[config.mk]
export PLATFORM = sky130hd
export DESIGN_NAME = mac_index_stage
export DESIGN_NICKNAME = d
export VERILOG_FILES = /design/src/eth_pkg.sv /design/src/mac_table_pkg.sv /design/src/mac_index_stage.sv
export SDC_FILE = /design/constraint.sdc
export NUM_CORES = 1
export LEC_CHECK = 0
export BUFFER_PORTS_ARGS = -buffer_cell sky130_fd_sc_hd__buf_2
export CAP_MARGIN = 40
export CORE_AREA = 2 2 155 157
export DETAILED_ROUTE_END_ITERATION = 7
export DIE_AREA = 0 0 157 159
export PLACE_DENSITY = 0.55
export SLEW_MARGIN = 20
export SYNTH_ARGS = -nofsm -noshare
export SYNTH_HDL_FRONTEND = slang
export SYNTH_SLANG_ARGS = --single-unit
[constraint.sdc]
create_clock -name clk -period 2.6 [get_ports clk]
set_clock_uncertainty 0.15 [all_clocks]
set_input_delay 0.52 -clock clk [delete_from_list [all_inputs] [get_ports clk]]
set_output_delay 0.52 -clock clk [all_outputs]
set_load 0.02 [all_outputs]
[src/eth_pkg.sv]
package eth_pkg;

	////////////////////
	// Address fields

	// Station address, transmitted first octet in bits 47:40
	typedef logic [47:0] mac_t;

	////////////////////
	// Tag fields

	// VLAN ID from the 802.1Q tag
	// Untagged traffic is expected on the port default VLAN
	typedef logic [11:0] vlan_t;

	////////////////////
	// Address classes

	// Group bit of the first octet
	// Set for multicast and broadcast, never for a unicast station
	localparam int MCAST_BIT = 40;

endpackage
[src/mac_table_pkg.sv]
package mac_table_pkg;

	////////////////////
	// Stored entry

	// Widest port number the entry can carry
	// Modules keep only the low clog2(NUM_PORTS) bits
	localparam int PORT_W_MAX = 8;

	// One way of one row
	typedef struct packed {
		logic                  valid;
		eth_pkg::vlan_t        vlan;
		logic [PORT_W_MAX-1:0] port;
		eth_pkg::mac_t         mac;
	} entry_t;

	////////////////////
	// Row indexing

	// XOR fold of the address and VLAN down to 16 bits
	// Bits above row_bits are cleared, caller slices the low part
	function automatic logic [15:0] row_hash(input eth_pkg::mac_t mac, input eth_pkg::vlan_t vlan,
		input int row_bits);
		logic [15:0] fold;
		fold = mac[47:32] ^ mac[31:16] ^ mac[15:0] ^ {4'h0, vlan};
		return fold & ((16'h1 << row_bits) - 16'h1);
	endfunction

endpackage

[src/mac_index_stage.sv]
`timescale 1ns/1ps

module mac_index_stage #(
	parameter int TABLE_ROWS = 64,
	parameter int ASSOC_WAYS = 4,
	parameter int NUM_PORTS  = 8,
	localparam int ROW_BITS   = $clog2(TABLE_ROWS),
	localparam int ASSOC_BITS = $clog2(ASSOC_WAYS),
	localparam int PORT_W     = $clog2(NUM_PORTS)
) (
	input  logic                  clk,
	input  logic                  arst_n,
	input  logic                  lookup_en,
	input  eth_pkg::vlan_t        lookup_vlan,
	input  eth_pkg::mac_t         lookup_src_mac,
	input  logic [PORT_W-1:0]     lookup_src_port,
	input  eth_pkg::mac_t         lookup_dst_mac,
	input  logic                  wr_req,
	input  logic [ROW_BITS-1:0]   wr_row,
	input  logic [ASSOC_BITS-1:0] wr_way,
	input  mac_table_pkg::entry_t wr_entry,
	output logic                  wr_grant,
	output logic                  rd_a_en,
	output logic [ROW_BITS-1:0]   rd_a_row,
	output logic                  b_en,
	output logic [ROW_BITS-1:0]   b_row,
	output logic [ASSOC_WAYS-1:0] b_we,
	output mac_table_pkg::entry_t b_wdata,
	output logic                  stage1_valid,
	output eth_pkg::vlan_t        s1_vlan,
	output eth_pkg::mac_t         s1_src_mac,
	output logic [PORT_W-1:0]     s1_src_port,
	output eth_pkg::mac_t         s1_dst_mac,
	output logic [ROW_BITS-1:0]   s1_src_row
);

	logic [15:0]         src_hash;
	logic [15:0]         dst_hash;
	logic [ROW_BITS-1:0] src_row;
	logic [ROW_BITS-1:0] dst_row;

	////////////////////
	// Row hashing

	// Both addresses hash in the packet VLAN
	assign src_hash = mac_table_pkg::row_hash(lookup_src_mac, lookup_vlan, ROW_BITS);
	assign dst_hash = mac_table_pkg::row_hash(lookup_dst_mac, lookup_vlan, ROW_BITS);
	assign src_row  = src_hash[ROW_BITS-1:0];
	assign dst_row  = dst_hash[ROW_BITS-1:0];

	////////////////////
	// Port arbitration

	// Port A only ever serves the destination read
	assign rd_a_en  = lookup_en;
	assign rd_a_row = dst_row;

	// Port B: source read wins, a pending write gets the idle cycles
	assign wr_grant = wr_req && !lookup_en;
	assign b_en     = lookup_en || wr_grant;
	assign b_row    = lookup_en ? src_row : wr_row;
	// One-hot enable, only the chosen way is written
	assign b_we     = wr_grant ? (ASSOC_WAYS'(1) << wr_way) : '0;
	assign b_wdata  = wr_entry;

	////////////////////
	// Request pipeline

	// Strobe lines up with RAM read data
	always_ff @(posedge clk or negedge arst_n) begin
		if (!arst_n) begin
			stage1_valid <= 1'b0;
		end else begin
			stage1_valid <= lookup_en;
		end
	end

	// Fields only change with a new packet
	always_ff @(posedge clk) begin
		if (lookup_en) begin
			s1_vlan     <= lookup_vlan;
			s1_src_mac  <= lookup_src_mac;
			s1_src_port <= lookup_src_port;
			s1_dst_mac  <= lookup_dst_mac;
			s1_src_row  <= src_row;
		end
	end

endmodule

==> impl_metrics.ini, run 1 <==
[layout]
drive_above_1_share_pct = 65.1
fill_cells = 2374
syn_to_final_growth_pct = 39.7
design_area_sq_um = 6280
final_nets = 643
antenna_cells = 0

[sta]
min_period_ns = 2.08
tns_ns = 0
fmax_mhz = 480
slew_viol_final = 0
finalHoldViolations = 0
worstMarginPinSlew_ns = 0.591
finalCritPeriodShare_pct = 80.1
setup_viol_count_final = 0
grt_setup_unrepaired = false
timing.max_slew.rel_slack_pct = 60.6

[floorplanning]
initial_core_util_pct = 19.4
die_height_um = 159
die_w_um = 157
ios = 398
core_sq_um = 23200
row_count = 56
dieArea_sq_um = 25000

[clock_network]
clockBufferDepth = 2
path_clk_slew_ns = 0.06
htreeDepth = 4
clockRootBuffer = clkbuf_16
clock_sinks = 118
cts_made_buffers = 17
cts_tree = done

[synthesis]
muxShareOfSynthArea_pct = 1.50
synth_compound_area_share_pct = 0
postSynthCellCount = 238
synth_top_area_share_pct = 78.2
syn-mean-instance-area_sq_um = 18.9
ys_ff_latch = 118
yosysTopAreaCell = edfxtp_1
synth_edf_count = 117
synth_flop_cell = edfxtp_1
netlist_area_sq_um = 4490
synth.area.top_cells = edfxtp_1 (78%), buf_4 (12%), xnor2_1 (4.7%), xor2_1 (2.3%), mux2_2 (1.5%)
synth_fa_ha_area_share_pct = 0
synth_top_family_by_area = buffers and inverters
yosys-top-cells-count = edfxtp_1 (117), buf_4 (70), xnor2_1 (24), xor2_1 (12), mux2_2 (6)
ys_types = 14
synth_simple_gate_area_share_pct = 0.947
seq_area_frac_synth_pct = 78.7
synth_warnings = 0
synth.most_common_cell = edfxtp_1
synth-xor-area-share_pct = 7.02
synthesis.nets = 430
synthArstFlopShare_pct = 0.847

[power]
power.leakage_nw = 2.63
ir_drop_uv = 328
powerDensity_nw_per_um2 = 838

[routing]
postRouteAntennaNets = 0
drc_errors = 0
wl_per_cell_um = 18.2
finalWirelength_um = 14200
vias_per_cell = 3.48
num_vias = 2727
dr.pass1.iters = 4
drt_iter0_drc = 117

[critical_path]
endpoint = b_row[3]
cp-startpoint = lookup_vlan[3]
cp.required_ns = 1.93
critPathLaunchType = input pin
crit_arrival_ns = 1.41
path_class = input pin to output port
worst_setup_path_end_kind = output port
critical_path.max_fanout = 3

[run]
cap_violations = 0

[global_routing]
overflow = 0
grt_max_degree = 47
grt_pass1_wl_um = 19000
grt_pass1_vias = 2794
grt_usage_pct = 11.0
antenna_found_initial = 0

[min_path]
hold_path.class = input pin to flip-flop
worstHoldPathCells = 1

[place]
place_area_sq_um = 5700
place_hpwl_um = 11400
gp_congestion = 0.759
numPortBuffers = 259

[status]
status = complete, no violations
[routing by layer]
layer	wire length, um	GRT usage (%)	share of wire [%]	vias up
met3	1790	5.14	13	40
met5	0	0	0	-
li1	-	-	-	1223
met2	7650	20.7	54	231
met1	4200	9.02	30	1233
met4	577	6.42	4.1	0
[metrics by stage]
stage	instances	util [%]	total power, mW	setup WS (ns)	hold slack [ns]
6_report	783	27.1	5.26	0.516	0.134
5_1_grt	783	27.1	5.49	0.467	0.108
4_1_cts	783	27.1	5.37	0.505	0.108
3_5_place_dp	750	24.6	3.06	0.507	0.152
3_3_place_gp	750	24.6	3.06	0.526	0.150
2_1_floorplan	238	-	2.85	0.245	0.0744
[power breakdown]
| part | internal, mW | total, mW | switching, mW |
|---|---|---|---|
| Sequential | 2.27 | 2.31 | 0.0376 |
| Combinational | 0.251 | 0.701 | 0.450 |
| Clock | 1.33 | 2.25 | 0.918 |
[repair_timing]
item	in CTS	in global routing
hold buffers	1	0
setup buffers	0	0
resized for setup	0	0
setup endpoints to repair	0	0
hold endpoints to repair	1	0
[sequential cells by signal, summed over array words and instances (netlist names)]
name and flops:
s1_src_row 6, s1_src_port 3, s1_dst_mac 48, s1_src_mac 48, stage1_valid 1, s1_vlan 12
[layout make-up]
type / instances / area [sq um] / area share [%]
Clock inverter: 15 / 143 / 2.27
Multi-Input combinational cell: 49 / 425 / 6.78
Clock buffer: 17 / 425 / 6.78
Sequential cell: 118 / 3540 / 56.4
Tap cell: 319 / 399 / 6.36
Timing Repair Buffer: 265 / 1350 / 21.4
[worst min-delay path by stage]
stage	startpoint	end	slack (ns)
floorplan	arst_n	stage1_valid	0.07
detailed placement	arst_n	stage1_valid	0.15
finish	lookup_dst_mac[13]	s1_dst_mac[13]	0.13
CTS	lookup_dst_mac[13]	s1_dst_mac[13]	0.11
global route	lookup_dst_mac[13]	s1_dst_mac[13]	0.11
global placement	arst_n	stage1_valid	0.15
[kinds of logic after synthesis]
family | after synthesis
multiplexers | 6
XOR/XNOR | 36
flip-flops | 118
AND/OR/NAND/NOR | 7
buffers and inverters | 71
[critical path: stages]
cell and delay [ns]:
buf_2 0.12, xnor2_1 0.22, xnor2_1 0.11, mux2_2 0.28, buf_2 0.16
[cell usage in the layout, fill, tap and decap left out]
cell | synthesis | final
nor2b_1 | 1 | 1
xnor2_1 | 24 | 24
clkinv_1 | 0 | 1
edfxtp_1 | 117 | 117
dlygate4sd3_1 | 0 | 1
or2_2 | 1 | 1
and3b_1 | 1 | 1
nand2_1 | 1 | 1
nor3b_1 | 1 | 1
inv_8 | 0 | 1
inv_6 | 0 | 5
mux2_2 | 6 | 6
buf_2 | 1 | 258
nor2_1 | 1 | 1
clkbuf_16 | 0 | 17
clkinv_4 | 0 | 3
xor2_1 | 12 | 12
and3_1 | 1 | 1
dfrtp_1 | 1 | 1
clkinvlp_4 | 0 | 3
bufinv_16 | 0 | 1
buf_4 | 70 | 6
clkinv_2 | 0 | 1
Power figures use the tool's default switching activity.
==> run 2, diff against run 1 <==
- CORE_AREA: 2 2 155 157 -> 2 2 154 156
- DIE_AREA: 0 0 157 159 -> 0 0 156 158
- PLACE_DENSITY: 0.55 -> 0.57
- clock period: 2.6 -> 1.9 ns (I/O delays scaled with it)
==> run 2 against run 1 <==
Against the previous run:
- via count grew 11%
- clock-buffer cell count is 1 higher
- sequential share of layout area fell by 5.7 points
- highest routed layer unchanged
==> impl_metrics.ini, run 2 (synthesis gave the netlist of run 1 again) <==
[global_routing]
busiest_layer = met2
grt_pass1_wl_um = 19900
grt.met3_usage_pct = 4.35
grt_usage_pct = 11.6
grt_pass1_vias = 3172
gr-usage-met2_pct = 21.2
overflow = 0
use_met1_pct = 10.8
grt_max_degree = 51
antenna_found_initial = 0

[critical_path]
cp.buffers_inverters = 2
critPathLaunchType = input pin
worst_setup_path_end_kind = output port
slowest_delay_ns = 0.27
path_class = input pin to output port
cp.required_ns = 1.37
critPathTopFamily = XOR/XNOR gates
crit_arrival_ns = 1.23
critPathSlowestCell = mux2_2
worstPathCellList = buf_2 > xnor2_1 > xnor2_1 > mux2_2 > buf_2
critical_path.max_fanout = 3

[sta]
tns_ns = 0
holdWs_ns = 0.0271
worstMarginPinSlew_ns = 0.369
finalHoldViolations = 0
min_period_ns = 1.76
timing.max_slew.rel_slack_pct = 75.2
finalCritPeriodShare_pct = 92.9
grt_setup_unrepaired = false
fmax_mhz = 567
setup_viol_count_final = 0
slew_viol_final = 0

[layout]
final_nets = 713
antenna_cells = 0
final_cell_mix = buf_2 (258), edfxtp_1 (117), dlygate4sd3_1 (68), xnor2_1 (24), clkbuf_16 (17)
regArea_sq_um = 3540
top_regs = s1_dst_mac x48, s1_src_mac x48, s1_vlan x12
syn_to_final_growth_pct = 55.3
layout_commonest_cell = buf_2
multi_input_area_sq_um = 438
design_area_sq_um = 6980
drive_above_1_share_pct = 57.7
fill_cells = 2296

[clock_network]
clock_sinks = 118
clockBufferDepth = 2
path_clk_slew_ns = 0.06
post-cts-setup-buffers = 0
clockRootBuffer = clkbuf_16
htreeDepth = 4
cts_tree = done
cts_made_buffers = 17

[floorplanning]
die_height_um = 158
dieArea_sq_um = 24600
initial_core_util_pct = 19.5
core_sq_um = 23100
die_w_um = 156
ios = 398
row_count = 56

[power]
powerDensity_nw_per_um2 = 1060
ir_drop_uv = 458
power.leakage_nw = 2.96

[routing]
dr.pass1.iters = 6
postRouteAntennaNets = 0
num_vias = 3026
finalWirelength_um = 14800
wl_per_cell_um = 18.0
vias_per_cell = 3.67
drc_errors = 0
drt_iter0_drc = 123

[min_path]
worstHoldPathCells = 1
hold_path.class = input pin to flip-flop
min-delay-start = lookup_src_mac[33]
min_to = s1_src_mac[33]

[run]
cap_violations = 0

[place]
place_area_sq_um = 5720
numPortBuffers = 259
gp_congestion = 0.804
place_hpwl_um = 11200

[status]
status = complete, no violations
==> run 2: timing repair <==
action,CTS,global route
gates resized for setup,0,1
endpoints found under the setup margin,0,1
hold buffers,66,2
hold endpoints to repair,66,2
==> run 2: where the power goes <==
| group | internal (mW) | switching [mW] | total (mW) |
|---|---|---|---|
| Combinational | 0.445 | 0.644 | 1.09 |
| Sequential | 3.11 | 0.0604 | 3.17 |
| Clock | 1.87 | 1.28 | 3.15 |
| Total | 5.43 | 1.99 | 7.41 |
==> run 2: layout make-up <==
class,count,area share [%]
repair buffers,335,29.6
clock inverters,14,1.99
clock buffers,18,6.29
well taps,290,5.20
flip-flops and latches,118,50.7
multi-input cells,49,6.27
==> run 2: metal layers <==
metal / share of wire [%] / routed length [um] / up-vias
met5: 0 / 0 / -
met4: 5.2 / 765 / 0
met3: 9.8 / 1460 / 58
met2: 51 / 7590 / 207
met1: 34 / 5030 / 1405
li1: - / - / 1356
==> run 2: how the worst max path moves through the flow <==
stage                         startpoint        to  slack, ns  cells past startpoint
after floorplan                lookup_en   b_we[0]       0.16                      3
after global placement         lookup_en   b_we[2]       0.06                      6
after detailed placement       lookup_en   b_we[2]       0.04                      6
after CTS                      lookup_en   b_we[2]       0.05                      6
after global routing           lookup_en   b_we[2]       0.06                      6
final                     lookup_vlan[5]  b_row[5]       0.14                      5
==> run 2: through the flow <==
stage / instances / total power [mW] / utilization (%) / setup WS [ns]
after floorplan: 238 / 3.91 / - / 0.156
after global placement: 724 / 4.20 / 24.8 / 0.0609
after detailed placement: 724 / 4.21 / 24.8 / 0.0394
after CTS: 822 / 7.56 / 30.2 / 0.0470
after global routing: 824 / 7.72 / 30.3 / 0.0580
final: 824 / 7.41 / 30.3 / 0.135
