--- config.mk ---
export PLATFORM = sky130hd
export DESIGN_NAME = mac_match_stage
export DESIGN_NICKNAME = d
export VERILOG_FILES = /design/src/eth_pkg.sv /design/src/mac_table_pkg.sv /design/src/mac_match_stage.sv
export SDC_FILE = /design/constraint.sdc
export NUM_CORES = 1
export LEC_CHECK = 0
export BUFFER_PORTS_ARGS = -buffer_cell sky130_fd_sc_hd__buf_2
export CORE_AREA = 2 2 287 289
export CTS_BUF_LIST = sky130_fd_sc_hd__clkbuf_4
export CTS_CLUSTER_DIAMETER = 200
export DETAILED_ROUTE_END_ITERATION = 8
export DIE_AREA = 0 0 289 291
export HOLD_SLACK_MARGIN = 0.05
export PLACE_DENSITY_LB_ADDON = 0.05
export SKIP_CTS_REPAIR_TIMING = 1
export SYNTH_ARGS = -nofsm -noshare
export SYNTH_HDL_FRONTEND = slang
export SYNTH_SLANG_ARGS = --single-unit
--- constraint.sdc ---
create_clock -name clk -period 0.8 [get_ports clk]
set_input_delay 0.12 -clock clk [delete_from_list [all_inputs] [get_ports clk]]
set_output_delay 0.12 -clock clk [all_outputs]
set_load 0.02 [all_outputs]
--- src/eth_pkg.sv ---
package eth_pkg;

	////////////////////
	// Address fields

	// Station address, transmitted first octet in bits 47:40
	typedef logic [47:0] mac_t;

	////////////////////
	// Tag fields

	// VLAN ID from the 802.1Q tag
	// Untagged traffic is expected on the port default VLAN
	typedef logic [11:0] vlan_t;

	////////////////////
	// Address classes

	// Group bit of the first octet
	// Set for multicast and broadcast, never for a unicast station
	localparam int MCAST_BIT = 40;

endpackage
--- src/mac_table_pkg.sv ---
package mac_table_pkg;

	////////////////////
	// Stored entry

	// Widest port number the entry can carry
	// Modules keep only the low clog2(NUM_PORTS) bits
	localparam int PORT_W_MAX = 8;

	// One way of one row
	typedef struct packed {
		logic                  valid;
		eth_pkg::vlan_t        vlan;
		logic [PORT_W_MAX-1:0] port;
		eth_pkg::mac_t         mac;
	} entry_t;

	////////////////////
	// Row indexing

	// XOR fold of the address and VLAN down to 16 bits
	// Bits above row_bits are cleared, caller slices the low part
	function automatic logic [15:0] row_hash(input eth_pkg::mac_t mac, input eth_pkg::vlan_t vlan,
		input int row_bits);
		logic [15:0] fold;
		fold = mac[47:32] ^ mac[31:16] ^ mac[15:0] ^ {4'h0, vlan};
		return fold & ((16'h1 << row_bits) - 16'h1);
	endfunction

endpackage

--- src/mac_match_stage.sv ---
`timescale 1ns/1ps

module mac_match_stage #(
	parameter int TABLE_ROWS = 64,
	parameter int ASSOC_WAYS = 4,
	parameter int NUM_PORTS  = 8,
	localparam int ROW_BITS  = $clog2(TABLE_ROWS),
	localparam int PORT_W    = $clog2(NUM_PORTS)
) (
	input  logic                  clk,
	input  logic                  arst_n,
	input  logic                  stage1_valid,
	input  eth_pkg::vlan_t        s1_vlan,
	input  eth_pkg::mac_t         s1_src_mac,
	input  logic [PORT_W-1:0]     s1_src_port,
	input  eth_pkg::mac_t         s1_dst_mac,
	input  logic [ROW_BITS-1:0]   s1_src_row,
	input  mac_table_pkg::entry_t a_rdata [ASSOC_WAYS],
	input  mac_table_pkg::entry_t b_rdata [ASSOC_WAYS],
	output logic                  lookup_done,
	output logic                  lookup_hit,
	output logic [PORT_W-1:0]     lookup_dst_port,
	output logic                  learn_req,
	output eth_pkg::mac_t         learn_mac,
	output eth_pkg::vlan_t        learn_vlan,
	output logic [PORT_W-1:0]     learn_port,
	output logic [ROW_BITS-1:0]   learn_row
);

	logic              dst_hit;
	logic [PORT_W-1:0] dst_port;
	logic              src_known;
	logic              src_learn;

	////////////////////
	// Way compare

	always_comb begin
		dst_hit   = 1'b0;
		dst_port  = '0;
		src_known = 1'b0;
		// Ascending scan, so the highest hitting way is kept
		for (int w = 0; w < ASSOC_WAYS; w++) begin
			if (a_rdata[w].valid && (a_rdata[w].vlan == s1_vlan) &&
				(a_rdata[w].mac == s1_dst_mac)) begin
				dst_hit  = 1'b1;
				dst_port = a_rdata[w].port[PORT_W-1:0];
			end
			// Port is ignored here, a moved station keeps its old entry
			if (b_rdata[w].valid && (b_rdata[w].vlan == s1_vlan) &&
				(b_rdata[w].mac == s1_src_mac)) begin
				src_known = 1'b1;
			end
		end
	end

	// Group addresses are never learned
	assign src_learn = stage1_valid && !src_known && !s1_src_mac[eth_pkg::MCAST_BIT];

	////////////////////
	// Result registers

	always_ff @(posedge clk or negedge arst_n) begin
		if (!arst_n) begin
			lookup_done     <= 1'b0;
			lookup_hit      <= 1'b0;
			lookup_dst_port <= '0;
			learn_req       <= 1'b0;
		end else begin
			lookup_done     <= stage1_valid;
			lookup_hit      <= stage1_valid && dst_hit;
			lookup_dst_port <= dst_port;
			learn_req       <= src_learn;
		end
	end

	// Learn fields, sampled with the request
	always_ff @(posedge clk) begin
		if (src_learn) begin
			learn_mac  <= s1_src_mac;
			learn_vlan <= s1_vlan;
			learn_port <= s1_src_port;
			learn_row  <= s1_src_row;
		end
	end

endmodule

==> flow_summary.ini, run 1 <==
[outcome]
status = complete, but fails checks
violations = negative hold slack, negative setup slack

[worst_setup_path]
crit_slowest_cell = nor4_2
arrival_ns = 2.17
crit_path_start_kind = input pin
slowest_delay_ns = 0.40
timing.critical_path.mode_cell = buf_4
crit_chain = buf_2, buf_6, xor2_1, nor4_2, buf_4, nand4_1, buf_4, o32ai_4, nor3_4, buf_12, buf_16
startpoint = s1_src_mac[15]
critPathCaptureType = register
required_ns = 1.16
critical_path_class = input pin to register
path_max_fanout = 17

[place]
hpwlAfterDp_um = 75800
place_ws_ns = -2.14
placed_cells = 2903
routabilityCongestion = 0.855
port_buffers = 694
place_area_um2 = 15300

[global_routing]
grt.overflow.total = 0
grt_pass1_vias = 12300
grt.total_usage_pct = 19.0
grt_max_degree = 38
grt_pass1_wl_um = 106000
antenna_found_initial = 58

[pwr]
peakVddDrop_mv = 0.619
p_per_area_nw_per_um2 = 935
leakagePower_nw = 8.13

[yosys]
synth_nets = 1544
synth.area.top_cells = edfxtp_1 26%, xnor2_1 21%, xor2_1 18%
ys_ff_latch = 75
seq_area_frac_synth_pct = 27.6
synthFlopType = edfxtp_1
syn_inst = 872
synthTopCellsByCount = 189 x xnor2_1, 169 x xor2_1, 82 x inv_1
synth_top_area_share_pct = 25.8
synth-edff-count = 69
avgSynthCellArea_um2 = 9.22
yosysMostFrequentCell = xnor2_1
async_reset_ff_share_pct = 8.00
syn_area_um2 = 8040
yosys_warnings = 0
ys_types = 51
synth.largest_area_cell = edfxtp_1

[final_layout]
instances_no_fill = 3039
fillers = 9137
syn_to_final_growth_pct = 126
drive_above_1_share_pct = 59.0
final_area_um2 = 18200
fin_util_pct = 22.4
fin_nets = 2615

[timing]
finalHoldViolCount = 1
slew_violations = 0
min_period_over_period_pct = 226
tns_ns = -108.53
rsz0062_at_grt = true
setup_viol = 149
hold_slack_ns = -0.0468
fmax_ghz = 0.552
layout_min_cycle_time_ns = 1.81
fin_ws_ns = -1.01
worst_pin_slew_ns = 0.510
relSlewSlack_pct = 65.9

[route]
dr.pass1.iters = 6
routed_wl_um = 84800
routedWlPerCell_um = 27.9
dr_total_vias = 11400
route.detailed.drc = 0
via_per_inst = 3.75
antenna_left = 0
initialDrtViolationCount = 332

[cts]
path_clk_slew_ns = 0.15
clk_path_buf_depth = 2
cts.sinks = 75
cts.htree.levels = 3
cts_tree = done
numCtsBuffers = 9
cts_root_buffer = clkbuf_4

[min_path]
hp-class = input pin to register
hp-start = a_rdata[255]

[floorplanning]
die-area_um2 = 84100
die_h_um = 291
start_util_pct = 9.90
rows = 105
pin_count = 747
core-area_um2 = 81200
die_x_um = 289

[flow_run]
maxCapViolations = 0
-- placed cells by master (no fill, tap or decap), drive strengths merged, types with 12 or more instances in the layout --
cell type	synthesis	final
buf	15	1000
edfxtp	69	69
a22o	17	17
clkbuf	16	22
nor4	64	64
o22ai	41	41
inv	90	89
xor2	169	169
a221oi	12	12
nor2b	12	12
dlygate4sd3	0	80
o2bb2ai	16	16
nand4	63	63
xnor2	190	190
diode	0	21
-- metrics by stage --
step,total power [mW],hold slack [ns]
2_1_floorplan,7.40,-0.176
3_3_place_gp,12.7,-0.0443
3_5_place_dp,12.7,-0.0444
4_1_cts,16.0,-0.766
5_1_grt,18.0,-0.0729
6_report,17.0,-0.0468
-- path summary, 6_finish.rpt --
check | to | cells after the start
setup / recovery | learn_vlan[4] | 11
hold / removal | lookup_dst_port[0] | 4
max in group asynchronous | learn_req | 3
min in group asynchronous | lookup_dst_port[2] | 3
-- sequential cells by signal, summed over array words and instances, names as in the netlist --
name and flops:
learn_mac 48, learn_port 3, lookup_dst_port 3, learn_row 6, learn_vlan 12, lookup_done 1
learn_req 1, lookup_hit 1
-- cell type report --
cell class	count	area [um2]	share of cell area [%]
Antenna cell	21	52.6	0.289
Sequential cell	75	2220	12.2
Inverter	90	350	1.93
Timing Repair Buffer	1091	7750	42.6
Multi-Input combinational cell	676	6320	34.8
Clock buffer	11	82.6	0.454
Tap cell	1070	1340	7.36
Clock inverter	5	76.3	0.419
-- critical path: cells and delay by family --
| family | cells | cell delay (ns) |
|---|---|---|
| buf+inv | 6 | 0.96 |
| simple gates | 3 | 0.63 |
| compound gates | 1 | 0.28 |
| xor+xnor | 1 | 0.16 |
-- kinds of logic after synthesis --
kind of cell	count (synthesis)	synth area share, %
xor gates and xnor gates	359	39.3
and+or+nand+nor	191	14.8
AOI/OAI and AO/OA	126	12.2
buffers and inverters	121	6.02
DFF	75	27.6
-- metal layers --
metal	wire [um]	vias up	track usage, %	share of wire (%)
li1	-	5341	-	-
met1	29900	5386	18.7	35
met2	47600	503	39.0	56
met3	5840	105	5.47	6.9
met4	1070	58	2.50	1.3
met5	384	-	0	0.45
-- where the power goes --
part	switching (mW)	internal, mW	leakage, nW	total (mW)
sequential	0.112	4.56	0.728	4.67
clock	1.81	1.32	0.0867	3.13
combinational	4.55	4.66	7.32	9.21
Note: power is estimated with default switching activity, not from simulation.
==> inputs of run 2 (changes only) <==
--- a/config.mk
+++ b/config.mk
@@ -6,14 +6,17 @@
 export NUM_CORES = 1
 export LEC_CHECK = 0
 export BUFFER_PORTS_ARGS = -buffer_cell sky130_fd_sc_hd__buf_2
-export CORE_AREA = 2 2 287 289
+export CELL_PAD_IN_SITES_DETAIL_PLACEMENT = 1
+export CELL_PAD_IN_SITES_GLOBAL_PLACEMENT = 1
+export CORE_AREA = 2 2 294 296
 export CTS_BUF_LIST = sky130_fd_sc_hd__clkbuf_4
 export CTS_CLUSTER_DIAMETER = 200
 export DETAILED_ROUTE_END_ITERATION = 8
-export DIE_AREA = 0 0 289 291
+export DIE_AREA = 0 0 296 298
 export HOLD_SLACK_MARGIN = 0.05
 export PLACE_DENSITY_LB_ADDON = 0.05
 export SKIP_CTS_REPAIR_TIMING = 1
+export SLEW_MARGIN = 30
 export SYNTH_ARGS = -nofsm -noshare
 export SYNTH_HDL_FRONTEND = slang
 export SYNTH_SLANG_ARGS = --single-unit
==> run 2 against run 1 <==
  * The run still ends with negative hold slack, negative setup slack left
  * Clock power fell by 9.6%
  * Routed wire length rose by 0.67%
  * Hold slack better by 0.025 ns
  * Combinational power fell by 5.1%
  * Count of clock-buffer cells in the layout is 1 lower
  * Setup slack worse by 0.090 ns
  * Fmax is 4.7% lower
  * Sequential share of layout area is 0.40 points higher
  * Non-clock buffer count down 8
  * Cell count up 2.1%
  * Power is 4.5% lower
  * Critical endpoint is now learn_mac[8]
  * Sequential power hardly changed
==> flow_summary.ini, run 2 (synthesis gave the netlist of run 1 again) <==
[cts]
cts_tree = done
cts_root_buffer = clkbuf_4
numCtsBuffers = 9
clk_path_buf_depth = 2
cts.sinks = 75
path_clk_slew_ns = 0.12
cts.htree.levels = 3

[global_routing]
grt.total_usage_pct = 18.2
antenna_found_initial = 59
grt.overflow.total = 0
grt_pass1_vias = 12400
grt_pass1_wl_um = 107000
grt_max_degree = 39

[pwr]
leakagePower_nw = 7.94
p_per_area_nw_per_um2 = 923
peakVddDrop_mv = 0.530
power_mw = 16.2

[timing]
slew_violations = 0
hold_slack_ns = -0.0223
relSlewSlack_pct = 50.8
fmax_ghz = 0.526
finalHoldViolCount = 1
tns_ns = -114.20
min_period_over_period_pct = 238
layout_min_cycle_time_ns = 1.90
rsz0062_at_grt = true
worst_pin_slew_ns = 0.732
setup_viol = 149
fin_ws_ns = -1.10

[route]
dr_total_vias = 11300
via_per_inst = 3.65
route.detailed.drc = 0
dr.pass1.iters = 4
initialDrtViolationCount = 302
routedWlPerCell_um = 27.5
routed_wl_um = 85400
antenna_left = 0

[worst_setup_path]
critPathCaptureType = register
arrival_ns = 2.26
timing.critical_path.mode_cell = buf_4
crit_chain = buf_4, xor2_1, nor4_2, buf_4, nand4_1, or3_1, o32ai_4, nor3_4, buf_6, clkbuf_16
startpoint = s1_src_mac[26]
slowest_delay_ns = 0.43
required_ns = 1.16
critical_path_class = input pin to register
crit_slowest_cell = or3_1
crit_path_start_kind = input pin
path_max_fanout = 7

[final_layout]
regMostFlops = learn_mac
syn_to_final_growth_pct = 119
largest_reg_flops = 48
drive_above_1_share_pct = 57.0
seqCellArea_um2 = 2220
layout_commonest_cell = buf_2
largestRegisters = learn_mac (48), learn_vlan (12), learn_row (6)
multi_input_area_um2 = 5890
final_area_um2 = 17600
fin_util_pct = 20.8
fin_nets = 2607
fillers = 10200
layout_common_cells = 614 x buf_2, 269 x buf_4, 168 x xor2_1

[place]
port_buffers = 694
hpwlAfterDp_um = 76000
place_area_um2 = 15300
routabilityCongestion = 0.810

[floorplanning]
pin_count = 747
core-area_um2 = 84900
start_util_pct = 9.47
die_x_um = 296
die_h_um = 298
die-area_um2 = 88200
rows = 107

[outcome]
status = complete, but fails checks
violations = negative hold slack, negative setup slack

[min_path]
hp-start = a_rdata[255]
min_path_cells = 4
hp-class = input pin to register

[flow_run]
maxCapViolations = 0
[run 2: cell count changes in the layout (fill, tap and decap cells not counted), moves of 4 or more]
| cell | change |
|---|---|
| buf_2 | +18 |
| buf_4 | -12 |
| nor4_4 | -9 |
| buf_8 | -8 |
| xor2_1 | +7 |
| nor4_1 | +5 |
| buf_6 | -4 |
| inv_1 | +4 |
| nor4_2 | +4 |
| xnor2_4 | -4 |
| xor2_4 | -4 |
[run 2: report_power, final]
group	switching [mW]	total (mW)	internal [mW]	leakage, nW
combinational	4.31	8.74	4.43	7.14
clock	1.88	2.83	0.954	0.0700
sequential	0.115	4.67	4.56	0.728
total	6.31	16.2	9.94	7.94
[run 2: critical path, delay by kind of cell]
kind	cells	cell delay, ns
XOR/XNOR	1	0.18
buffers and inverters	4	0.65
AND/OR/NAND/NOR	4	0.97
AO/OA/AOI/OAI	1	0.33
[run 2: worst paths after layout]
| kind | end | slack, ns |
|---|---|---|
| max | learn_mac[8] | -1.10 |
| min | lookup_dst_port[0] | -0.02 |
| max in group asynchronous | learn_req | 0.13 |
| min in group asynchronous | lookup_dst_port[1] | 0.45 |
[run 2: final cells by class]
cell class	count	share of cell area (%)
inverter	90	2.01
clock inverter	5	0.313
clock buffer	10	0.426
tap	1144	8.13
sequential	75	12.6
multi-input combinational	676	33.4
antenna	20	0.284
timing repair buffer	1083	42.8
[run 2: metrics by stage]
step                setup slack (ns)  instances
finish                         -1.10       3103
detailed placement             -2.29       2971
CTS                            -1.61       2986
floorplan                      -2.13        872
global placement               -2.26       2971
global route                   -1.12       3094
[run 2: metal layers]
metal	share of wire, %	track usage (%)	up-vias
li1	-	-	5316
met1	36	18.4	5341
met2	56	36.7	485
met3	7.1	5.33	109
met4	1.3	2.71	62
met5	0.45	0	-
==> inputs of run 3 (changes only) <==
--- a/config.mk
+++ b/config.mk
@@ -15,6 +15,7 @@
 export DIE_AREA = 0 0 296 298
 export HOLD_SLACK_MARGIN = 0.05
 export PLACE_DENSITY_LB_ADDON = 0.05
+export RECOVER_POWER = 50
 export SKIP_CTS_REPAIR_TIMING = 1
 export SLEW_MARGIN = 30
 export SYNTH_ARGS = -nofsm -noshare
==> run 3 against run 2 <==
  * The flow still finishes with violations (negative hold slack, negative setup slack)
  * Clock power barely moved
  * Power is essentially flat
  * Die area is the same
  * Global-route usage did not move
  * Hold slack about the same
  * Combinational power barely moved
  * Non-clock buffer count did not move
  * Critical endpoint unchanged
  * Largest cell class unchanged
==> flow_summary.ini, run 3 (synthesis gave the netlist of run 1 again) <==
[final_layout]
regMostFlops = learn_mac
fillers = 10200
layout_commonest_cell = buf_2
layout_common_cells = 610 x buf_2, 266 x buf_4, 168 x xor2_1
largestRegisters = learn_mac (48), learn_vlan (12), learn_row (6)
drive_above_1_share_pct = 56.7
seqCellArea_um2 = 2220
instances_no_fill = 3103
fin_nets = 2607
syn_to_final_growth_pct = 119
multi_input_area_um2 = 5890
largest_reg_flops = 48
final_area_um2 = 17600

[global_routing]
grt_pass1_wl_um = 107000
grt_max_degree = 39
grtUsageMet3_pct = 5.33
use_met2_pct = 36.7
antenna_found_initial = 59
grt.met1_usage_pct = 18.4
grt.busiest_layer = met2
grt_pass1_vias = 12400
grt.overflow.total = 0
grt.total_usage_pct = 18.2

[cts]
cts.htree.levels = 3
numCtsBuffers = 9
cts_root_buffer = clkbuf_4
cts_tree = done
clk_path_buf_depth = 2
path_clk_slew_ns = 0.12
cts.sinks = 75

[outcome]
status = complete, but fails checks
violations = negative hold slack, negative setup slack

[route]
via_per_inst = 3.65
dr_total_vias = 11300
routedWlPerCell_um = 27.5
routed_wl_um = 85400
initialDrtViolationCount = 288
antenna_left = 0
dr.pass1.iters = 4
route.detailed.drc = 0

[place]
routabilityCongestion = 0.810
place_area_um2 = 15300
port_buffers = 694
hpwlAfterDp_um = 76000
placed_cells = 2971

[min_path]
hold-path-endpoint = lookup_dst_port[0]
hp-start = a_rdata[255]
hp-class = input pin to register
min_path_cells = 4

[timing]
worst_pin_slew_ns = 0.725
finalHoldViolCount = 1
rsz0062_at_grt = true
setup_viol = 149
layout_min_cycle_time_ns = 1.90
slew_violations = 0
min_period_over_period_pct = 237
relSlewSlack_pct = 51.2
fin_ws_ns = -1.10
fmax_ghz = 0.527
hold_slack_ns = -0.0223

[floorplanning]
die-area_um2 = 88200
pin_count = 747
die_x_um = 296
core-area_um2 = 84900
die_h_um = 298
rows = 107
start_util_pct = 9.47

[worst_setup_path]
path_max_fanout = 7
arrival_ns = 2.26
required_ns = 1.16
critical_path_class = input pin to register
critPathCaptureType = register
crit_path_start_kind = input pin

[pwr]
swShare_pct = 38.8
internal_power_mw = 9.93
p_per_area_nw_per_um2 = 923
leakagePower_nw = 7.92
switchingPower_mw = 6.31
p_clk_share_pct = 17.5
comb_power_share_pct = 53.8
peakVddDrop_mv = 0.530
seqPwrFrac_pct = 28.8

[flow_run]
maxCapViolations = 0
[run 3: worst max-delay path, cell delays in order]
cell	delay [ns]
buf_4	0.14
xor2_1	0.18
nor4_2	0.31
buf_4	0.17
nand4_1	0.13
or3_1	0.43
o32ai_4	0.33
nor3_4	0.10
buf_6	0.16
clkbuf_16	0.18
[run 3: power groups by stage]
stage	combinational (mW)	sequential [mW]	clock (mW)
final	8.73	4.67	2.83
after CTS	7.95	4.63	3.07
after global routing	9.43	4.70	3.15
after floorplan	2.37	5.03	0
after detailed placement	7.91	4.72	0
after global placement	7.89	4.72	0
[run 3: layout make-up]
cell class	instances	area share, %
antenna	20	0.284
clock buffer	10	0.427
clock inverter	5	0.313
inverter	90	2.01
multi-input combinational	676	33.5
sequential	75	12.6
tap	1144	8.13
timing repair buffer	1083	42.8
[run 3: worst max path at each step]
stage,start,cells past startpoint,end
floorplan,s1_vlan[10],8,learn_mac[0]
global placement,s1_vlan[11],10,learn_vlan[11]
CTS,s1_vlan[11],10,learn_mac[41]
detailed placement,s1_vlan[11],10,learn_mac[25]
finish,s1_src_mac[26],10,learn_mac[8]
global route,s1_src_mac[5],12,learn_mac[8]
[run 3: metrics by stage]
| stage | worst slack, ns | setup TNS [ns] | power, mW | hold WS (ns) | utilization [%] |
|---|---|---|---|---|---|
| 2_1_floorplan | -2.13 | -152.18 | 7.40 | -0.176 | - |
| 3_3_place_gp | -2.26 | -165.36 | 12.6 | -0.0455 | 18.0 |
| 3_5_place_dp | -2.29 | -167.98 | 12.6 | -0.0416 | 18.0 |
| 4_1_cts | -1.61 | -159.78 | 15.6 | -0.750 | 18.1 |
| 5_1_grt | -1.12 | -122.90 | 17.3 | -0.0699 | 20.7 |
| 6_report | -1.10 | -114.02 | 16.2 | -0.0223 | 20.7 |
[run 3: layer usage]
layer | wire length [um] | vias to the layer above
li1 | - | 5318
met1 | 30400 | 5338
met2 | 47400 | 492
met3 | 6100 | 109
met4 | 1090 | 62
met5 | 382 | -
